File: src/common/matty_defs.svh
/*
 * widths, register map, sync byte and reset defaults
 * for the shot timing core
 */
`ifndef MATTY_DEFS_SVH
`define MATTY_DEFS_SVH

// widths
`define MATTY_BYTE_W    8
`define MATTY_CNT_W     24
`define MATTY_TIME_W    16
`define MATTY_ADDR_W    19
`define MATTY_ADC_W     10
`define MATTY_WORD_W    16

`define MATTY_SYNC_BYTE 8'hAA  // opens a config frame

// register map
`define MATTY_REG_PON_POFF  8'hD0
`define MATTY_REG_PON       8'hE0
`define MATTY_REG_POFF_HI   8'hE1
`define MATTY_REG_POFF_LO   8'hE2
`define MATTY_REG_DELAY_HI  8'hE3
`define MATTY_REG_DELAY_LO  8'hE4
`define MATTY_REG_ACQ_HI    8'hE5
`define MATTY_REG_ACQ_LO    8'hE6
`define MATTY_REG_PERIOD_HI 8'hE7
`define MATTY_REG_PERIOD_MID 8'hE8
`define MATTY_REG_PERIOD_LO 8'hE9
`define MATTY_REG_SOFT_TRIG 8'hEA
`define MATTY_REG_CONT      8'hEB
`define MATTY_REG_ADC_DIV   8'hED
`define MATTY_REG_REPEAT    8'hEE
`define MATTY_REG_PTR_RST   8'hEF

// reset defaults, in pll_clk128 cycles unless noted
`define MATTY_DEF_PON       8'h14
`define MATTY_DEF_PON_POFF  8'h0A
`define MATTY_DEF_POFF_END  16'h00C8
`define MATTY_DEF_ACQ_DELAY 16'h02BC
`define MATTY_DEF_ACQ_END   16'h32C8
`define MATTY_DEF_PERIOD    24'h0186A0
`define MATTY_DEF_REPEAT    8'h0A   // shots per continuous burst
`define MATTY_DEF_ADC_DIV   8'h03

`define MATTY_TRIG_HOLD     24'd16  // internal trigger drops here

`endif

File: src/common/matty_pkg.sv
/*
 * shared types: configured timing register set,
 * SRAM sample word fields and its raw/decoded union
 */
`default_nettype none
`include "matty_defs.svh"

package matty_pkg;

  // everything the byte stream can set
  typedef struct packed {
    logic [`MATTY_BYTE_W-1:0] pon_len;
    logic [`MATTY_BYTE_W-1:0] pon_poff;
    logic [`MATTY_TIME_W-1:0] poff_end;
    logic [`MATTY_TIME_W-1:0] acq_delay;
    logic [`MATTY_TIME_W-1:0] acq_end;
    logic [`MATTY_CNT_W-1:0]  period;
    logic [`MATTY_BYTE_W-1:0] repeat_n;   // shots per burst
    logic [`MATTY_BYTE_W-1:0] adc_div;
    logic                     continuous;
    logic                     soft_trig;
    logic                     ptr_reset;
  } timing_regs_t;

  // sample word layout, msb first
  typedef struct packed {
    logic       marker;
    logic [1:0] trig_count;
    logic       tour2;
    logic       tour1;
    logic [2:0] adc_hi;
    logic       zero;
    logic [6:0] adc_lo;
  } sample_fields_t;

  typedef union packed {
    logic [`MATTY_WORD_W-1:0] raw;
    sample_fields_t           fields;
  } ram_word_u;

endpackage

`default_nettype wire

File: src/source/config_regs.sv
/*
 * byte stream parser (sync, address, value)
 * and the timing register file
 */
`default_nettype none
`include "matty_defs.svh"

module config_regs (
  input  wire                     pll_clk128,
  input  wire                     reset,
  input  wire [`MATTY_BYTE_W-1:0] i_rx_byte,
  input  wire                     i_rx_valid,
  output matty_pkg::timing_regs_t o_regs
);

  localparam logic [1:0] PH_SYNC  = 2'b00;
  localparam logic [1:0] PH_ADDR  = 2'b01;
  localparam logic [1:0] PH_VALUE = 2'b10;

  logic [1:0]               phase_q;
  logic [`MATTY_BYTE_W-1:0] addr_q;
  matty_pkg::timing_regs_t  regs_q;

  assign o_regs = regs_q;

  ////////////////////////////////////////
  // frame parser and register writes
  ////////////////////////////////////////
  always_ff @(posedge pll_clk128 or negedge reset) begin
    if (!reset) begin
      phase_q           <= PH_SYNC;
      addr_q            <= '0;
      regs_q.pon_len    <= `MATTY_DEF_PON;
      regs_q.pon_poff   <= `MATTY_DEF_PON_POFF;
      regs_q.poff_end   <= `MATTY_DEF_POFF_END;
      regs_q.acq_delay  <= `MATTY_DEF_ACQ_DELAY;
      regs_q.acq_end    <= `MATTY_DEF_ACQ_END;
      regs_q.period     <= `MATTY_DEF_PERIOD;
      regs_q.repeat_n   <= `MATTY_DEF_REPEAT;
      regs_q.adc_div    <= `MATTY_DEF_ADC_DIV;
      regs_q.continuous <= 1'b0;
      regs_q.soft_trig  <= 1'b0;
      regs_q.ptr_reset  <= 1'b0;
    end else if (i_rx_valid) begin
      case (phase_q)
        PH_SYNC: begin
          if (i_rx_byte == `MATTY_SYNC_BYTE) phase_q <= PH_ADDR;
          regs_q.soft_trig <= 1'b0;  // soft trigger is a one-frame pulse
        end
        PH_ADDR: begin
          addr_q           <= i_rx_byte;
          phase_q          <= PH_VALUE;
          regs_q.ptr_reset <= 1'b0;
        end
        PH_VALUE: begin
          phase_q <= PH_SYNC;
          case (addr_q)
            `MATTY_REG_PON_POFF:   regs_q.pon_poff         <= i_rx_byte;
            `MATTY_REG_PON:        regs_q.pon_len          <= i_rx_byte;
            `MATTY_REG_POFF_HI:    regs_q.poff_end[15:8]   <= i_rx_byte;
            `MATTY_REG_POFF_LO:    regs_q.poff_end[7:0]    <= i_rx_byte;
            `MATTY_REG_DELAY_HI:   regs_q.acq_delay[15:8]  <= i_rx_byte;
            `MATTY_REG_DELAY_LO:   regs_q.acq_delay[7:0]   <= i_rx_byte;
            `MATTY_REG_ACQ_HI:     regs_q.acq_end[15:8]    <= i_rx_byte;
            `MATTY_REG_ACQ_LO:     regs_q.acq_end[7:0]     <= i_rx_byte;
            `MATTY_REG_PERIOD_HI:  regs_q.period[23:16]    <= i_rx_byte;
            `MATTY_REG_PERIOD_MID: regs_q.period[15:8]     <= i_rx_byte;
            `MATTY_REG_PERIOD_LO:  regs_q.period[7:0]      <= i_rx_byte;
            `MATTY_REG_SOFT_TRIG:  regs_q.soft_trig        <= i_rx_byte[0];
            `MATTY_REG_CONT:       regs_q.continuous       <= i_rx_byte[0];
            `MATTY_REG_ADC_DIV:    regs_q.adc_div          <= i_rx_byte;
            `MATTY_REG_REPEAT:     regs_q.repeat_n         <= i_rx_byte;
            `MATTY_REG_PTR_RST:    regs_q.ptr_reset        <= i_rx_byte[0];
            default: ;  // unknown address, drop it
          endcase
        end
        default: begin
          phase_q <= PH_SYNC;
          addr_q  <= '0;
        end
      endcase
    end
  end

  // the fourth phase code is never entered
  a_phase_legal : assert property (
    @(posedge pll_clk128) disable iff (!reset) phase_q != 2'b11
  );

endmodule

`default_nettype wire

File: src/sequencer/shot_trigger.sv
/*
 * trigger edge detect, repeat counter for continuous
 * bursts, acquisition flag and shot frame counter
 */
`default_nettype none
`include "matty_defs.svh"

module shot_trigger (
  input  wire                      pll_clk128,
  input  wire                      reset,
  input  wire                      i_trig_ext,
  input  wire                      i_trig_host,
  input  wire                      i_soft_trig,
  input  wire                      i_continuous,
  input  wire [`MATTY_BYTE_W-1:0]  i_repeat,
  input  wire [`MATTY_CNT_W-1:0]   i_period,
  input  wire                      i_period_gate,
  output logic [`MATTY_CNT_W-1:0]  o_frame_count,
  output logic                     o_acq_active,
  output logic [1:0]               o_trig_count
);

  logic                     trig_in;
  logic                     trig_prev_q;
  logic                     soft_prev_q;
  logic                     gate_prev_q;
  logic                     trig_level_q;
  logic [`MATTY_BYTE_W-1:0] rep_cnt_q;
  logic [`MATTY_CNT_W-1:0]  frame_q;
  logic                     start_evt;  // external or soft
  logic                     retrig_evt; // end of period in continuous mode
  logic                     hold_end;

  assign trig_in    = i_trig_ext | i_trig_host;
  assign start_evt  = (trig_in & ~trig_prev_q) | (i_soft_trig & ~soft_prev_q);
  assign retrig_evt = i_continuous & gate_prev_q & ~i_period_gate &
                      (rep_cnt_q < i_repeat - 8'd1);
  assign hold_end   = (frame_q == `MATTY_TRIG_HOLD);

  ////////////////////////////////////////
  // trigger level and repeat count
  ////////////////////////////////////////
  always_ff @(posedge pll_clk128 or negedge reset) begin
    if (!reset) begin
      trig_prev_q  <= 1'b0;
      soft_prev_q  <= 1'b0;
      gate_prev_q  <= 1'b0;
      trig_level_q <= 1'b0;
      rep_cnt_q    <= '0;
    end else begin
      trig_prev_q <= trig_in;
      soft_prev_q <= i_soft_trig;
      gate_prev_q <= i_period_gate;

      if ((start_evt | retrig_evt) && !hold_end) trig_level_q <= 1'b1;
      else if (hold_end) trig_level_q <= 1'b0;

      if (start_evt) rep_cnt_q <= '0;  // a fresh burst
      else if (retrig_evt && !hold_end) rep_cnt_q <= rep_cnt_q + 8'd1;
    end
  end

  // high from trigger through the end of the period
  assign o_acq_active = trig_level_q | (frame_q > 24'd1 && frame_q <= i_period);

  always_ff @(posedge pll_clk128 or negedge reset) begin
    if (!reset) frame_q <= '0;
    else if (o_acq_active) frame_q <= frame_q + 24'd1;
    else frame_q <= '0;
  end

  assign o_frame_count = frame_q;
  assign o_trig_count  = rep_cnt_q[1:0];

  // each shot starts counting from zero
  a_frame_restart : assert property (
    @(posedge pll_clk128) disable iff (!reset) !o_acq_active |=> frame_q == '0
  );

endmodule

`default_nettype wire

File: src/sequencer/shot_windows.sv
/*
 * pon, poff, acquisition window and period gate,
 * decoded from the shot frame counter
 */
`default_nettype none
`include "matty_defs.svh"

module shot_windows (
  input  wire [`MATTY_CNT_W-1:0] i_frame_count,
  input  wire matty_pkg::timing_regs_t i_regs,
  output logic                   o_pon,
  output logic                   o_poff,
  output logic                   o_acq_window,
  output logic                   o_period_gate
);

  logic counting;  // counter past the idle value

  assign counting = (i_frame_count != '0);

  ////////////////////////////////////////
  // gate decode
  ////////////////////////////////////////

  // pulser on for the first pon_len counts
  assign o_pon = counting && (i_frame_count <= i_regs.pon_len);

  // poff is active low between the two marks
  assign o_poff = !((i_frame_count > i_regs.pon_poff) &&
                    (i_frame_count < i_regs.poff_end));

  assign o_acq_window = (i_frame_count > i_regs.acq_delay) &&
                        (i_frame_count < i_regs.acq_end);

  // whole shot, used for continuous retrigger
  assign o_period_gate = counting && (i_frame_count <= i_regs.period);

endmodule

`default_nettype wire

File: src/acquisition/adc_clock_gen.sv
/*
 * ADC clock divider, runs only inside
 * the acquisition window
 */
`default_nettype none
`include "matty_defs.svh"

module adc_clock_gen (
  input  wire                     pll_clk128,
  input  wire                     reset,
  input  wire                     i_acq_window,
  input  wire [`MATTY_BYTE_W-1:0] i_adc_div,
  output logic                    o_adc_clk
);

  logic [`MATTY_BYTE_W-1:0] div_cnt_q;
  logic                     adc_clk_q;

  // half period is adc_div + 1 cycles
  always_ff @(posedge pll_clk128 or negedge reset) begin
    if (!reset) begin
      div_cnt_q <= '0;
      adc_clk_q <= 1'b0;
    end else if (i_acq_window) begin
      if (div_cnt_q == i_adc_div) begin
        div_cnt_q <= '0;
        adc_clk_q <= ~adc_clk_q;
      end else begin
        div_cnt_q <= div_cnt_q + 8'd1;
      end
    end else begin
      div_cnt_q <= '0;     // same phase on every shot
      adc_clk_q <= 1'b0;
    end
  end

  assign o_adc_clk = adc_clk_q;

endmodule

`default_nettype wire

File: src/acquisition/sample_writer.sv
/*
 * SRAM write path: write pointer, sample word
 * assembly, write strobe and data bus enable
 */
`default_nettype none
`include "matty_defs.svh"

module sample_writer (
  input  wire                      pll_clk128,
  input  wire                      reset,
  input  wire                      i_acq_window,
  input  wire                      i_adc_clk,
  input  wire [`MATTY_ADC_W-1:0]   i_adc,
  input  wire                      i_tour1,
  input  wire                      i_tour2,
  input  wire [1:0]                i_trig_count,
  input  wire                      i_ptr_reset,
  output logic [`MATTY_ADDR_W-1:0] o_ram_addr,
  output logic [`MATTY_WORD_W-1:0] o_ram_data,
  output logic                     o_ram_data_en,
  output logic                     o_ram_we_n
);

  logic                     adc_clk_prev_q;
  logic                     sample_now;
  logic [`MATTY_ADDR_W-1:0] wr_ptr_q;
  logic [`MATTY_ADDR_W-1:0] addr_q;
  logic                     data_en_q;
  matty_pkg::ram_word_u     word_d;
  matty_pkg::ram_word_u     word_q;

  assign sample_now = i_acq_window & i_adc_clk & ~adc_clk_prev_q;

  // adc bit 7 sits above the zero bit
  always_comb begin
    word_d.fields.marker     = 1'b1;
    word_d.fields.trig_count = i_trig_count;
    word_d.fields.tour2      = i_tour2;
    word_d.fields.tour1      = i_tour1;
    word_d.fields.adc_hi     = i_adc[9:7];
    word_d.fields.zero       = 1'b0;
    word_d.fields.adc_lo     = i_adc[6:0];
  end

  ////////////////////////////////////////
  // write pointer and bus registers
  ////////////////////////////////////////
  always_ff @(posedge pll_clk128 or negedge reset) begin
    if (!reset) begin
      adc_clk_prev_q <= 1'b0;
      wr_ptr_q       <= '0;
      addr_q         <= '0;
      data_en_q      <= 1'b0;
      word_q.raw     <= '0;
    end else begin
      adc_clk_prev_q <= i_adc_clk;
      if (sample_now) begin
        addr_q    <= wr_ptr_q;
        wr_ptr_q  <= wr_ptr_q + 19'd1;
        word_q    <= word_d;
        data_en_q <= 1'b1;
      end else if (!i_acq_window) begin
        data_en_q <= 1'b0;  // release the bus
      end
      if (i_ptr_reset) wr_ptr_q <= '0;
    end
  end

  assign o_ram_addr    = addr_q;
  assign o_ram_data    = word_q.raw;
  assign o_ram_data_en = data_en_q;
  assign o_ram_we_n    = i_acq_window ? i_adc_clk : 1'b1;  // write on adc low phase

  a_we_idle : assert property (
    @(posedge pll_clk128) disable iff (!reset) !i_acq_window |-> o_ram_we_n
  );

endmodule

`default_nettype wire

File: src/source/matty_top.sv
/*
 * shot timing core top: config registers, shot
 * sequencer, ADC clock and SRAM writer
 */
`default_nettype none
`include "matty_defs.svh"

module matty_top (
  input  wire                      pll_clk128,
  input  wire                      reset,
  input  wire [`MATTY_BYTE_W-1:0]  i_rx_byte,
  input  wire                      i_rx_valid,
  input  wire                      i_trig_ext,
  input  wire                      i_trig_host,
  input  wire [`MATTY_ADC_W-1:0]   i_adc,
  input  wire                      i_tour1,
  input  wire                      i_tour2,
  output wire                      o_pon,
  output wire                      o_poff,
  output wire                      o_adc_clk,
  output wire [`MATTY_ADDR_W-1:0]  o_ram_addr,
  output wire [`MATTY_WORD_W-1:0]  o_ram_data,
  output wire                      o_ram_data_en,
  output wire                      o_ram_we_n,
  output wire                      o_led_acq,
  output wire                      o_led_mode
);

  wire matty_pkg::timing_regs_t regs;
  wire [`MATTY_CNT_W-1:0]       frame_count;
  wire [1:0]                    trig_count;
  wire                          acq_window;
  wire                          period_gate;

  assign o_led_mode = regs.continuous;

  config_regs u_config_regs (
    .pll_clk128 (pll_clk128),
    .reset      (reset),
    .i_rx_byte  (i_rx_byte),
    .i_rx_valid (i_rx_valid),
    .o_regs     (regs)
  );

  shot_trigger u_shot_trigger (
    .pll_clk128    (pll_clk128),
    .reset         (reset),
    .i_trig_ext    (i_trig_ext),
    .i_trig_host   (i_trig_host),
    .i_soft_trig   (regs.soft_trig),
    .i_continuous  (regs.continuous),
    .i_repeat      (regs.repeat_n),
    .i_period      (regs.period),
    .i_period_gate (period_gate),
    .o_frame_count (frame_count),
    .o_acq_active  (o_led_acq),
    .o_trig_count  (trig_count)
  );

  shot_windows u_shot_windows (
    .i_frame_count (frame_count),
    .i_regs        (regs),
    .o_pon         (o_pon),
    .o_poff        (o_poff),
    .o_acq_window  (acq_window),
    .o_period_gate (period_gate)
  );

  adc_clock_gen u_adc_clock_gen (
    .pll_clk128   (pll_clk128),
    .reset        (reset),
    .i_acq_window (acq_window),
    .i_adc_div    (regs.adc_div),
    .o_adc_clk    (o_adc_clk)
  );

  sample_writer u_sample_writer (
    .pll_clk128    (pll_clk128),
    .reset         (reset),
    .i_acq_window  (acq_window),
    .i_adc_clk     (o_adc_clk),
    .i_adc         (i_adc),
    .i_tour1       (i_tour1),
    .i_tour2       (i_tour2),
    .i_trig_count  (trig_count),
    .i_ptr_reset   (regs.ptr_reset),
    .o_ram_addr    (o_ram_addr),
    .o_ram_data    (o_ram_data),
    .o_ram_data_en (o_ram_data_en),
    .o_ram_we_n    (o_ram_we_n)
  );

endmodule

`default_nettype wire

File: config.mk
export PLATFORM = sky130hd
export DESIGN_NAME = matty_top
export DESIGN_NICKNAME = d
export VERILOG_FILES = /design/src/common/matty_pkg.sv /design/src/source/config_regs.sv /design/src/sequencer/shot_trigger.sv /design/src/sequencer/shot_windows.sv /design/src/acquisition/adc_clock_gen.sv /design/src/acquisition/sample_writer.sv /design/src/source/matty_top.sv
export VERILOG_INCLUDE_DIRS = /design/src /design/src/common
export SDC_FILE = /design/constraint.sdc
export NUM_CORES = 1
export LEC_CHECK = 0
export BUFFER_PORTS_ARGS = -buffer_cell sky130_fd_sc_hd__buf_2
export CAP_MARGIN = 25
export CORE_AREA = 2 2 163 165
export CTS_CLUSTER_SIZE = 40
export DETAILED_ROUTE_END_ITERATION = 10
export DIE_AREA = 0 0 165 167
export PLACE_DENSITY = 0.73
export SYNTH_ARGS = -nofsm -noshare
export SYNTH_HDL_FRONTEND = slang
export SYNTH_SLANG_ARGS = --single-unit
File: constraint.sdc
create_clock -name pll_clk128 -period 3.55 [get_ports pll_clk128]
set_input_delay 0.355 -clock pll_clk128 [delete_from_list [all_inputs] [get_ports pll_clk128]]
set_output_delay 0.355 -clock pll_clk128 [all_outputs]
set_load 0.005 [all_outputs]
==> results by group, run 1 <==
Outcome
  – Run status: finished, final reports clean

Clock tree
  – CTS Buf Count: 24
  – CTS tree: done
  – Reg clk slew, reported paths: ~60 ps
  – Clock root cell: clkbuf_16
  – Clock Path Buffers: 3
  – H-Tree Depth: 1
  – Clk Latency, worst-skew pair: 510 ps
  – CTS Sinks: 217

Place
  – Routability cong.: roughly 0.83
  – Port bufs: 65
  – Post-DP HPWL: 17.6 mm
  – Placed cells: 1478
  – Worst slack at placement: 248 ps

STA
  – Min cycle time layout: 3420 ps
  – Slew Viols, Final: 0
  – RSZ-0062 raised after global routing: false
  – Worst relative slew slack: 0.351
  – Worst Skew: about 7.5 ps
  – F_max: 293 MHz
  – Setup WS post-layout: between 100 and 150 ps
  – Final setup violation count: 0
  – Worst Tran Pin Value: just under 1000 ps
  – Period utilization: 0.963
  – Final hold violations: 0
  – Hold slack: 53.0 ps
  – Fin Setup TNS: 0 ps

Cells and area
  – Commonest non-fill, non-tap cell in the layout: dfrtp_1
  – Commonest cells after routing, fill and taps aside: dfrtp_1, ha_1, inv_1
  – Non-filler instance count after layout: 1522
  – Diodes inserted: 0
  – Area Growth Syn to Fin: 14.8%
  – Layout cell share with drive strength beyond 1: 0.220
  – Fin nets: 1295

Detailed routing
  – Post-DR wirelength/cell: 17.1 um
  – Drc violations: 0
  – Post-Route WL: 26.1 mm
  – Drt first pass iters: 5
  – Vias per cell: 5.36
  – Final ANT Viol Nets: 0
  – Vias: 8153
  – Initial DRC count: between 500 and 600

Logic synthesis
  – Top_reg_cell synth: dfrtp_1
  – Syn. warnings: 0
  – Seq/Total Area, Yosys: 0.479
  – Seq cells post-synth: 217
  – Yosys top cell by area: dfrtp_1
  – Post-synth EDFFs: 0
  – Post-synthesis async set-or-reset flop share: 1.00
  – Syn_area_per_cell: between 10 and 15 um2
  – Post-synth top area share: 0.412
  – Synth Instances: 1091
  – Syn nets: roughly 1200
  – Netlist cell types: 56
  – Ranking of synthesized cells by area: dfrtp_1, ha_1, mux2_2, dfstp_2, inv_1
  – Mapped Area: 11400 um2

Global route
  – Remaining Overflow, GRT: 0
  – Initial antenna violation count: 0
  – First-pass GRT wire length: 43.3 mm
  – GRT Resource Usage Total: 0.197
  – Largest net degree at the start of global routing: 94
  – Vias in the first global route: 8414

Floorplan
  – Core Area: 25800 um2
  – Die Wd: 165 um
  – Initial Util: 0.443
  – Die area: 27600 um2
  – FP Rows: between 50 and 60
  – Io pins: 67
  – Die height: roughly 170 um

Setup path
  – Critical path class: reg -> out
  – Peak fanout along the critical path: 7
  – Worst EP arrival: 3060 ps
  – Worst-case reg-to-reg path depth: 13
  – Crit path required time: 3190 ps
  – Startpoint types: register
  – CP Capture Type: primary output

Worst hold path
  – HP Class: in -> reg
  – Hold Path Cell Cnt: 3

Pwr
  – Pleak: 6.52 nW
  – P per Cell Area: 400 nW/um2
  – Worst vdd ir: ~0.38 mV
  – Total chip power: around 5.2 mW

Job
  – Max cap viols: 0
-- sequential cells by signal (all words and copies together), names as in the netlist, 2 cells and up --
| signal | flops |
|---|---|
| u_shot_trigger.o_frame_count | 24 |
| u_sample_writer.o_ram_addr | 19 |
| u_shot_trigger.rep_cnt_q | 8 |
| u_config_regs.addr_q | 8 |
| u_sample_writer.o_ram_data | 15 |
| u_sample_writer.wr_ptr_q | 19 |
| u_adc_clock_gen.div_cnt_q | 8 |
| u_config_regs.phase_q | 2 |
| u_config_regs.o_regs | 107 |
-- repair_timing --
action / 4_1_cts / 5_1_grt
gates resized for setup: 0 / 7
endpoints found under the hold margin: 80 / 0
setup endpoints to repair: 0 / 3
hold buffers: 1 / 0
setup buffers: 0 / 0
-- critical path: stages (launching register included) --
cell	delay, ps
dfrtp_1	450
buf_4	200
ha_1	310
nand4_1	170
nor2_1	150
nand2_1	100
or4_4	500
nor2b_4	150
o31a_1	330
inv_1	80
buf_2	110
-- cell type report --
type | instances | area [um2]
inverter | 100 | 375
clock buffer | 36 | 737
timing repair buffer | 87 | 539
clock inverter | 7 | 115
tap | 335 | 419
multi-input combinational | 740 | 5460
fill | 2257 | 12700
sequential | 217 | 5470
-- stage by stage --
step | utilization | instance area [um2]
after floorplan | - | 11400
after global placement | 0.475 | 12200
after detailed placement | 0.475 | 12200
after CTS | 0.508 | 13100
after global routing | 0.509 | 13100
final | 0.509 | 13100
-- Yosys cell counts, types with 13 or more instances --
| cell | instances |
|---|---|
| inv_1 | 100 |
| xor2_1 | 35 |
| nor2_1 | 89 |
| nand2_1 | 86 |
| mux2_2 | 98 |
| o21ai_0 | 66 |
| nand3_1 | 36 |
| nand2b_1 | 14 |
| clkbuf_1 | 28 |
| ha_1 | 100 |
| a21oi_1 | 33 |
| dfrtp_1 | 188 |
| nand4_1 | 29 |
| xnor2_1 | 30 |
| and3_1 | 13 |
| dfstp_2 | 29 |
-- metal layers --
layer / part of all wire / global-route usage
met1: 0.45 / 0.265
met2: 0.48 / 0.333
met3: 0.041 / 0.0239
met4: 0.030 / 0.0597
met5: 0 / 0
-- path summary, 6_finish.rpt --
check / slack (ps) / from / end
worst max-delay path: 130 / u_shot_trigger.o_frame_count[15] / o_led_acq
worst min-delay path: 50 / i_trig_ext / u_shot_trigger.trig_prev_q
worst max register to register: 330 / u_config_regs.o_regs[12] / u_shot_trigger.rep_cnt_q[5]
worst min register to register: 370 / u_config_regs.o_regs[1] / u_shot_trigger.soft_prev_q
max in group asynchronous: 2090 / reset / u_config_regs.o_regs[29]
min in group asynchronous: 490 / reset / u_sample_writer.o_ram_data[4]
-- power breakdown --
part	internal, mW	switching, mW
registers	2.48	0.00621
clock network	1.65	0.993
logic	0.0230	0.0980
-- cells by family after synthesis --
family	count (synthesis)	synth area share
AOI/OAI and AO/OA	149	0.0802
xor gates and xnor gates	65	0.0499
muxes	100	0.0984
DFF	217	0.479
and+or+nand+nor	325	0.138
buffers and inverters	134	0.0449
adders and majority gates	100	0.110
other	1	0.000328
(Power assumes the default switching activity.)
==> inputs of run 2 (changes only) <==
HOLD_SLACK_MARGIN = 0.06   (was default)
clock period = 3.4 ns   (was 3.55 ns; I/O delays follow)
==> results by group, run 2 (synthesized netlist as in run 1, its figures left out) <==
Outcome
  – Run status: finished, final reports clean

STA
  – Worst relative slew slack: 0.385
  – F_max: about 300 MHz
  – Slew Viols, Final: 0
  – RSZ-0062 raised after global routing: true
  – Worst Tran Pin Value: a little over 900 ps
  – Worst Skew: 12.8 ps
  – Final hold violations: 0
  – Period utilization: 0.986
  – Min cycle time layout: 3350 ps
  – Final setup violation count: 0

Place
  – Routability cong.: 0.868
  – Placed cells: around 1500
  – Post-DP HPWL: 17.1 mm
  – Post-DP Area: 12300 um2
  – Port bufs: 65

Clock tree
  – CTS Buf Count: 24
  – H-Tree Depth: 1
  – CTS tree: done
  – Reg clk slew, reported paths: 60 ps
  – Clk Latency, worst-skew pair: 520 ps
  – CTS Sinks: about 220
  – Clock Path Buffers: 3
  – Clock root cell: clkbuf_16

Detailed routing
  – Drt first pass iters: 5
  – Drc violations: 0
  – Vias: around 8200
  – Vias per cell: 5.34
  – Initial DRC count: 484
  – Post-Route WL: 26.0 mm
  – Final ANT Viol Nets: 0
  – Post-DR wirelength/cell: 16.9 um

Setup path
  – Critical path class: reg -> out
  – Crit path required time: 3060 ps
  – Worst EP arrival: 3010 ps
  – Critical Path Stages: 9
  – Capture point of the worst reg-to-reg path: u_shot_trigger.rep_cnt_q[5]
  – FF-to-FF Start: u_config_regs.o_regs[12]
  – Peak fanout along the critical path: 2
  – Worst-case reg-to-reg path depth: 13
  – CP max stage cell: dfstp_2
  – CP Capture Type: primary output
  – Crit path cell chain: inv_1 > ha_1 > a21o_1 > a21o_1 > a211o_1 > a211o_1 > a211o_1 > or2_2 > buf_2
  – Startpoint types: register
  – Worst reg-to-reg setup slack: about 220 ps
  – CP dominant cell by count: a211o_1
  – Worst stage delay on the critical path: 520 ps
  – Family with the most delay on the worst path: compound AO/OA/AOI/OAI gates
  – Buf/Inv on CP: 2

Cells and area
  – Non-filler instance count after layout: 1542
  – Fill count: around 2200
  – Diodes inserted: 0
  – Max reg flops: 107
  – Design area: 13300 um2
  – Commonest non-fill, non-tap cell in the layout: dfrtp_1
  – Commonest cells after routing, fill and taps aside: dfrtp_1, inv_1, mux2_2, ha_1, nor2_1
  – Multi-input gate area: 5490 um2
  – Area Growth Syn to Fin: 16.4%
  – Layout cell share with drive strength beyond 1: 0.227
  – Sequential Area: 5470 um2
  – Fin nets: ~1300
  – Fin util: 0.516

Global route
  – Remaining Overflow, GRT: 0
  – Initial antenna violation count: 0
  – Vias in the first global route: 8238
  – First-pass GRT wire length: 42.3 mm
  – GRT Resource Usage Total: 0.192
  – Largest net degree at the start of global routing: 80

Floorplan
  – Die area: around 28000 um2
  – Io pins: between 60 and 70
  – Core Area: roughly 26000 um2
  – Die Wd: 165 um
  – Initial Util: 0.443
  – Die height: 167 um
  – FP Rows: 59

Job
  – Max cap viols: 0

Worst hold path
  – Hold Path Cell Cnt: 3
  – Hold_sp: i_trig_ext
  – Hold EP: u_shot_trigger.trig_prev_q
  – HP Class: in -> reg

Pwr
  – Total chip power: 5.42 mW
  – P per Cell Area: 408 nW/um2
  – Pleak: 6.60 nW
  – Worst vdd ir: between 0.4 and 0.5 mV
==> run 2: changes by cell type in the layout (fill, tap and decap cells not counted), sizes merged <==
cell / change
dlygate4sd3: +12
buf: +8
clkbuf: -2
clkinvlp: -1
clkinv: +3
==> run 2: worst reg2reg max path: cells and delay by family (launching register included) <==
kind,cells,cell delay (ps)
buffers and inverters,1,60
flip-flops,1,560
AO/OA/AOI/OAI,5,1260
adder cells (fa/ha/maj),2,470
AND/OR/NAND/NOR,3,480
XOR/XNOR,2,250
==> run 2: report_power, final <==
| part | internal (mW) | switching [mW] |
|---|---|---|
| sequential | 2.59 | 0.00644 |
| combinational | 0.0330 | 0.104 |
| clock | 1.64 | 1.05 |
==> run 2: stage by stage <==
stage / hold slack, ps / setup WS (ps) / setup TNS, ps
global placement: 357 / 242 / 0
global route: 77.2 / -42.6 / -97.4
detailed placement: 372 / 143 / 0
floorplan: 44.4 / 434 / 0
CTS: 64.7 / 1.83 / 0
finish: 64.5 / 47.6 / 0
==> run 2: how the worst max path moves through the flow <==
stage,from,to,slack [ps]
after global placement,u_config_regs.o_regs[12],u_shot_trigger.rep_cnt_q[6],240
after CTS,u_shot_trigger.o_frame_count[14],o_led_acq,2
after detailed placement,u_config_regs.o_regs[12],u_shot_trigger.rep_cnt_q[6],140
final,u_config_regs.o_regs[56],o_ram_we_n,50
after floorplan,u_config_regs.o_regs[12],u_shot_trigger.rep_cnt_q[6],430
after global routing,u_config_regs.o_regs[12],u_shot_trigger.rep_cnt_q[2],-40
==> run 2: timing repair <==
action / in CTS / in global routing
hold endpoints to repair: 82 / 0
gates resized for setup: 0 / 15
setup endpoints to repair: 1 / 5
buffers inserted: 0 / 3
pin swaps: 1 / 10
hold buffers: 13 / 0
==> run 2: per-layer routing <==
metal	track usage	vias to the layer above	routed length, um
li1	-	3950	-
met1	0.259	4088	11800
met2	0.322	154	12400
met3	0.0276	45	1010
met4	0.0544	0	732
met5	0	-	0
==> run 2: layout make-up <==
cell class                 count  share of cell area
timing repair buffer         107              0.0541
sequential                   217               0.411
inverter                     100              0.0282
multi-input combinational    740               0.413
tap                          335              0.0315
clock buffer                  34              0.0519
clock inverter                 9             0.00951
==> inputs of run 3 (changes only) <==
CTS_BUF_LIST = sky130_fd_sc_hd__clkbuf_16   (was default)
CTS_CLUSTER_DIAMETER = 40   (was default)
TNS_END_PERCENT = 1   (was default)
==> results by group, run 3 (synthesized netlist as in run 1, its figures left out) <==
Place
  – Post-DP HPWL: 17.1 mm
  – Worst slack at placement: 143 ps
  – Routability cong.: 0.868
  – Placed cells: 1483
  – Port bufs: 65
  – Post-DP Area: ~12000 um2

Floorplan
  – FP Rows: 59
  – Die Wd: 165 um
  – Io pins: between 60 and 70
  – Die height: 167 um
  – Initial Util: 0.443
  – Die area: 27600 um2
  – Core Area: between 20000 and 30000 um2

Pwr
  – Total chip power: 5.99 mW
  – P per Cell Area: 445 nW/um2
  – Worst vdd ir: 0.451 mV
  – Pleak: 6.70 nW

Detailed routing
  – Drc violations: 0
  – Post-DR wirelength/cell: 16.8 um
  – Vias: 8288
  – Post-Route WL: 26.2 mm
  – Final ANT Viol Nets: 0
  – Vias per cell: 5.33
  – Initial DRC count: about 440
  – Drt first pass iters: 5

STA
  – RSZ-0062 raised after global routing: true
  – Final hold violations: 0
  – Final setup violation count: 0
  – Slew Viols, Final: 0
  – Worst relative slew slack: 0.388
  – Hold slack: 65.9 ps
  – Period utilization: 0.999
  – Setup WS post-layout: 4.09 ps
  – Worst Skew: 19.3 ps
  – Worst Tran Pin Value: 914 ps
  – Min cycle time layout: 3400 ps
  – F_max: 294 MHz

Setup path
  – Startpoint types: register
  – Worst EP arrival: 3060 ps
  – Crit path required time: 3060 ps
  – Peak fanout along the critical path: 5
  – CP Capture Type: primary output
  – Critical path class: reg -> out

Cells and area
  – Fill count: 2235
  – Diodes inserted: 0
  – Area Growth Syn to Fin: 18.0%
  – Max reg flops: 107
  – Layout cell share with drive strength beyond 1: 0.232
  – Design area: ~13000 um2
  – Commonest cells after routing, fill and taps aside: dfrtp_1, inv_1, ha_1
  – Commonest non-fill, non-tap cell in the layout: dfrtp_1
  – Non-filler instance count after layout: 1555
  – Fin nets: roughly 1300

Clock tree
  – H-Tree Depth: 2
  – CTS tree: done
  – Clk Latency, worst-skew pair: about 500 ps
  – Reg clk slew, reported paths: 60 ps
  – Clock Path Buffers: 3
  – Clock root cell: clkbuf_16
  – CTS Sinks: 217
  – CTS Buf Count: 34

Global route
  – Remaining Overflow, GRT: 0
  – Largest net degree at the start of global routing: 80
  – Vias in the first global route: 8392
  – GRT Resource Usage Total: 0.197
  – First-pass GRT wire length: 43.2 mm
  – Initial antenna violation count: 0

Worst hold path
  – HP Class: in -> reg

Outcome
  – Run status: finished, final reports clean

Job
  – Max cap viols: 0
[run 3: where the power goes]
| part | switching, mW | internal, mW | leakage [nW] |
|---|---|---|---|
| clock network | 1.26 | 2.00 | 0.532 |
| registers | 0.00661 | 2.59 | 2.75 |
| logic | 0.103 | 0.0307 | 3.42 |
| total | 1.37 | 4.62 | 6.70 |
[run 3: final timing paths]
kind	startpoint	end	slack [ps]	cells past startpoint
setup reg to reg	u_config_regs.o_regs[12]	u_shot_trigger.rep_cnt_q[5]	220	13
min in group asynchronous	reset	u_sample_writer.o_ram_data[4]	420	2
max in group asynchronous	reset	u_config_regs.o_regs[92]	2020	3
hold / removal	i_adc[3]	u_sample_writer.o_ram_data[3]	70	2
setup / recovery	u_shot_trigger.o_frame_count[14]	o_led_acq	4	11
hold reg to reg	u_config_regs.o_regs[1]	u_shot_trigger.soft_prev_q	380	0
[run 3: final cells by class]
class                      count  area (um2)  area share
sequential                   217        5470       0.406
multi-input combinational    740        5460       0.405
clock buffer                  34         851      0.0632
timing repair buffer         102         674      0.0501
tap                          335         419      0.0311
inverter                     100         375      0.0279
clock inverter                27         226      0.0168
[run 3: timing repair]
item	4_1_cts	5_1_grt
hold buffers	10	0
setup buffers	0	1
pin swaps	1	3
setup endpoints to repair	1	5
hold endpoints to repair	79	0
resized for setup	1	5
[run 3: worst max-delay path: stages, from the launching register on]
cell	delay (ps)
dfrtp_1	420
buf_4	180
ha_1	290
nand4_1	130
buf_4	170
nor4_2	340
o31a_1	260
nor2_1	50
nor2b_1	210
o31a_1	290
inv_1	70
buf_2	130
[run 3: metal layers]
| metal | vias to the layer above | share of wire | track usage |
|---|---|---|---|
| li1 | 3974 | - | - |
| met1 | 4086 | 0.45 | 0.266 |
| met2 | 172 | 0.48 | 0.324 |
| met3 | 56 | 0.044 | 0.0304 |
| met4 | 0 | 0.024 | 0.0620 |
| met5 | - | 0 | 0 |
[run 3: metrics by stage]
stage	TNS [ps]	util
5_1_grt	-219	0.523
4_1_cts	0	0.522
3_3_place_gp	0	0.476
6_report	0	0.523
3_5_place_dp	0	0.476
2_1_floorplan	0	-
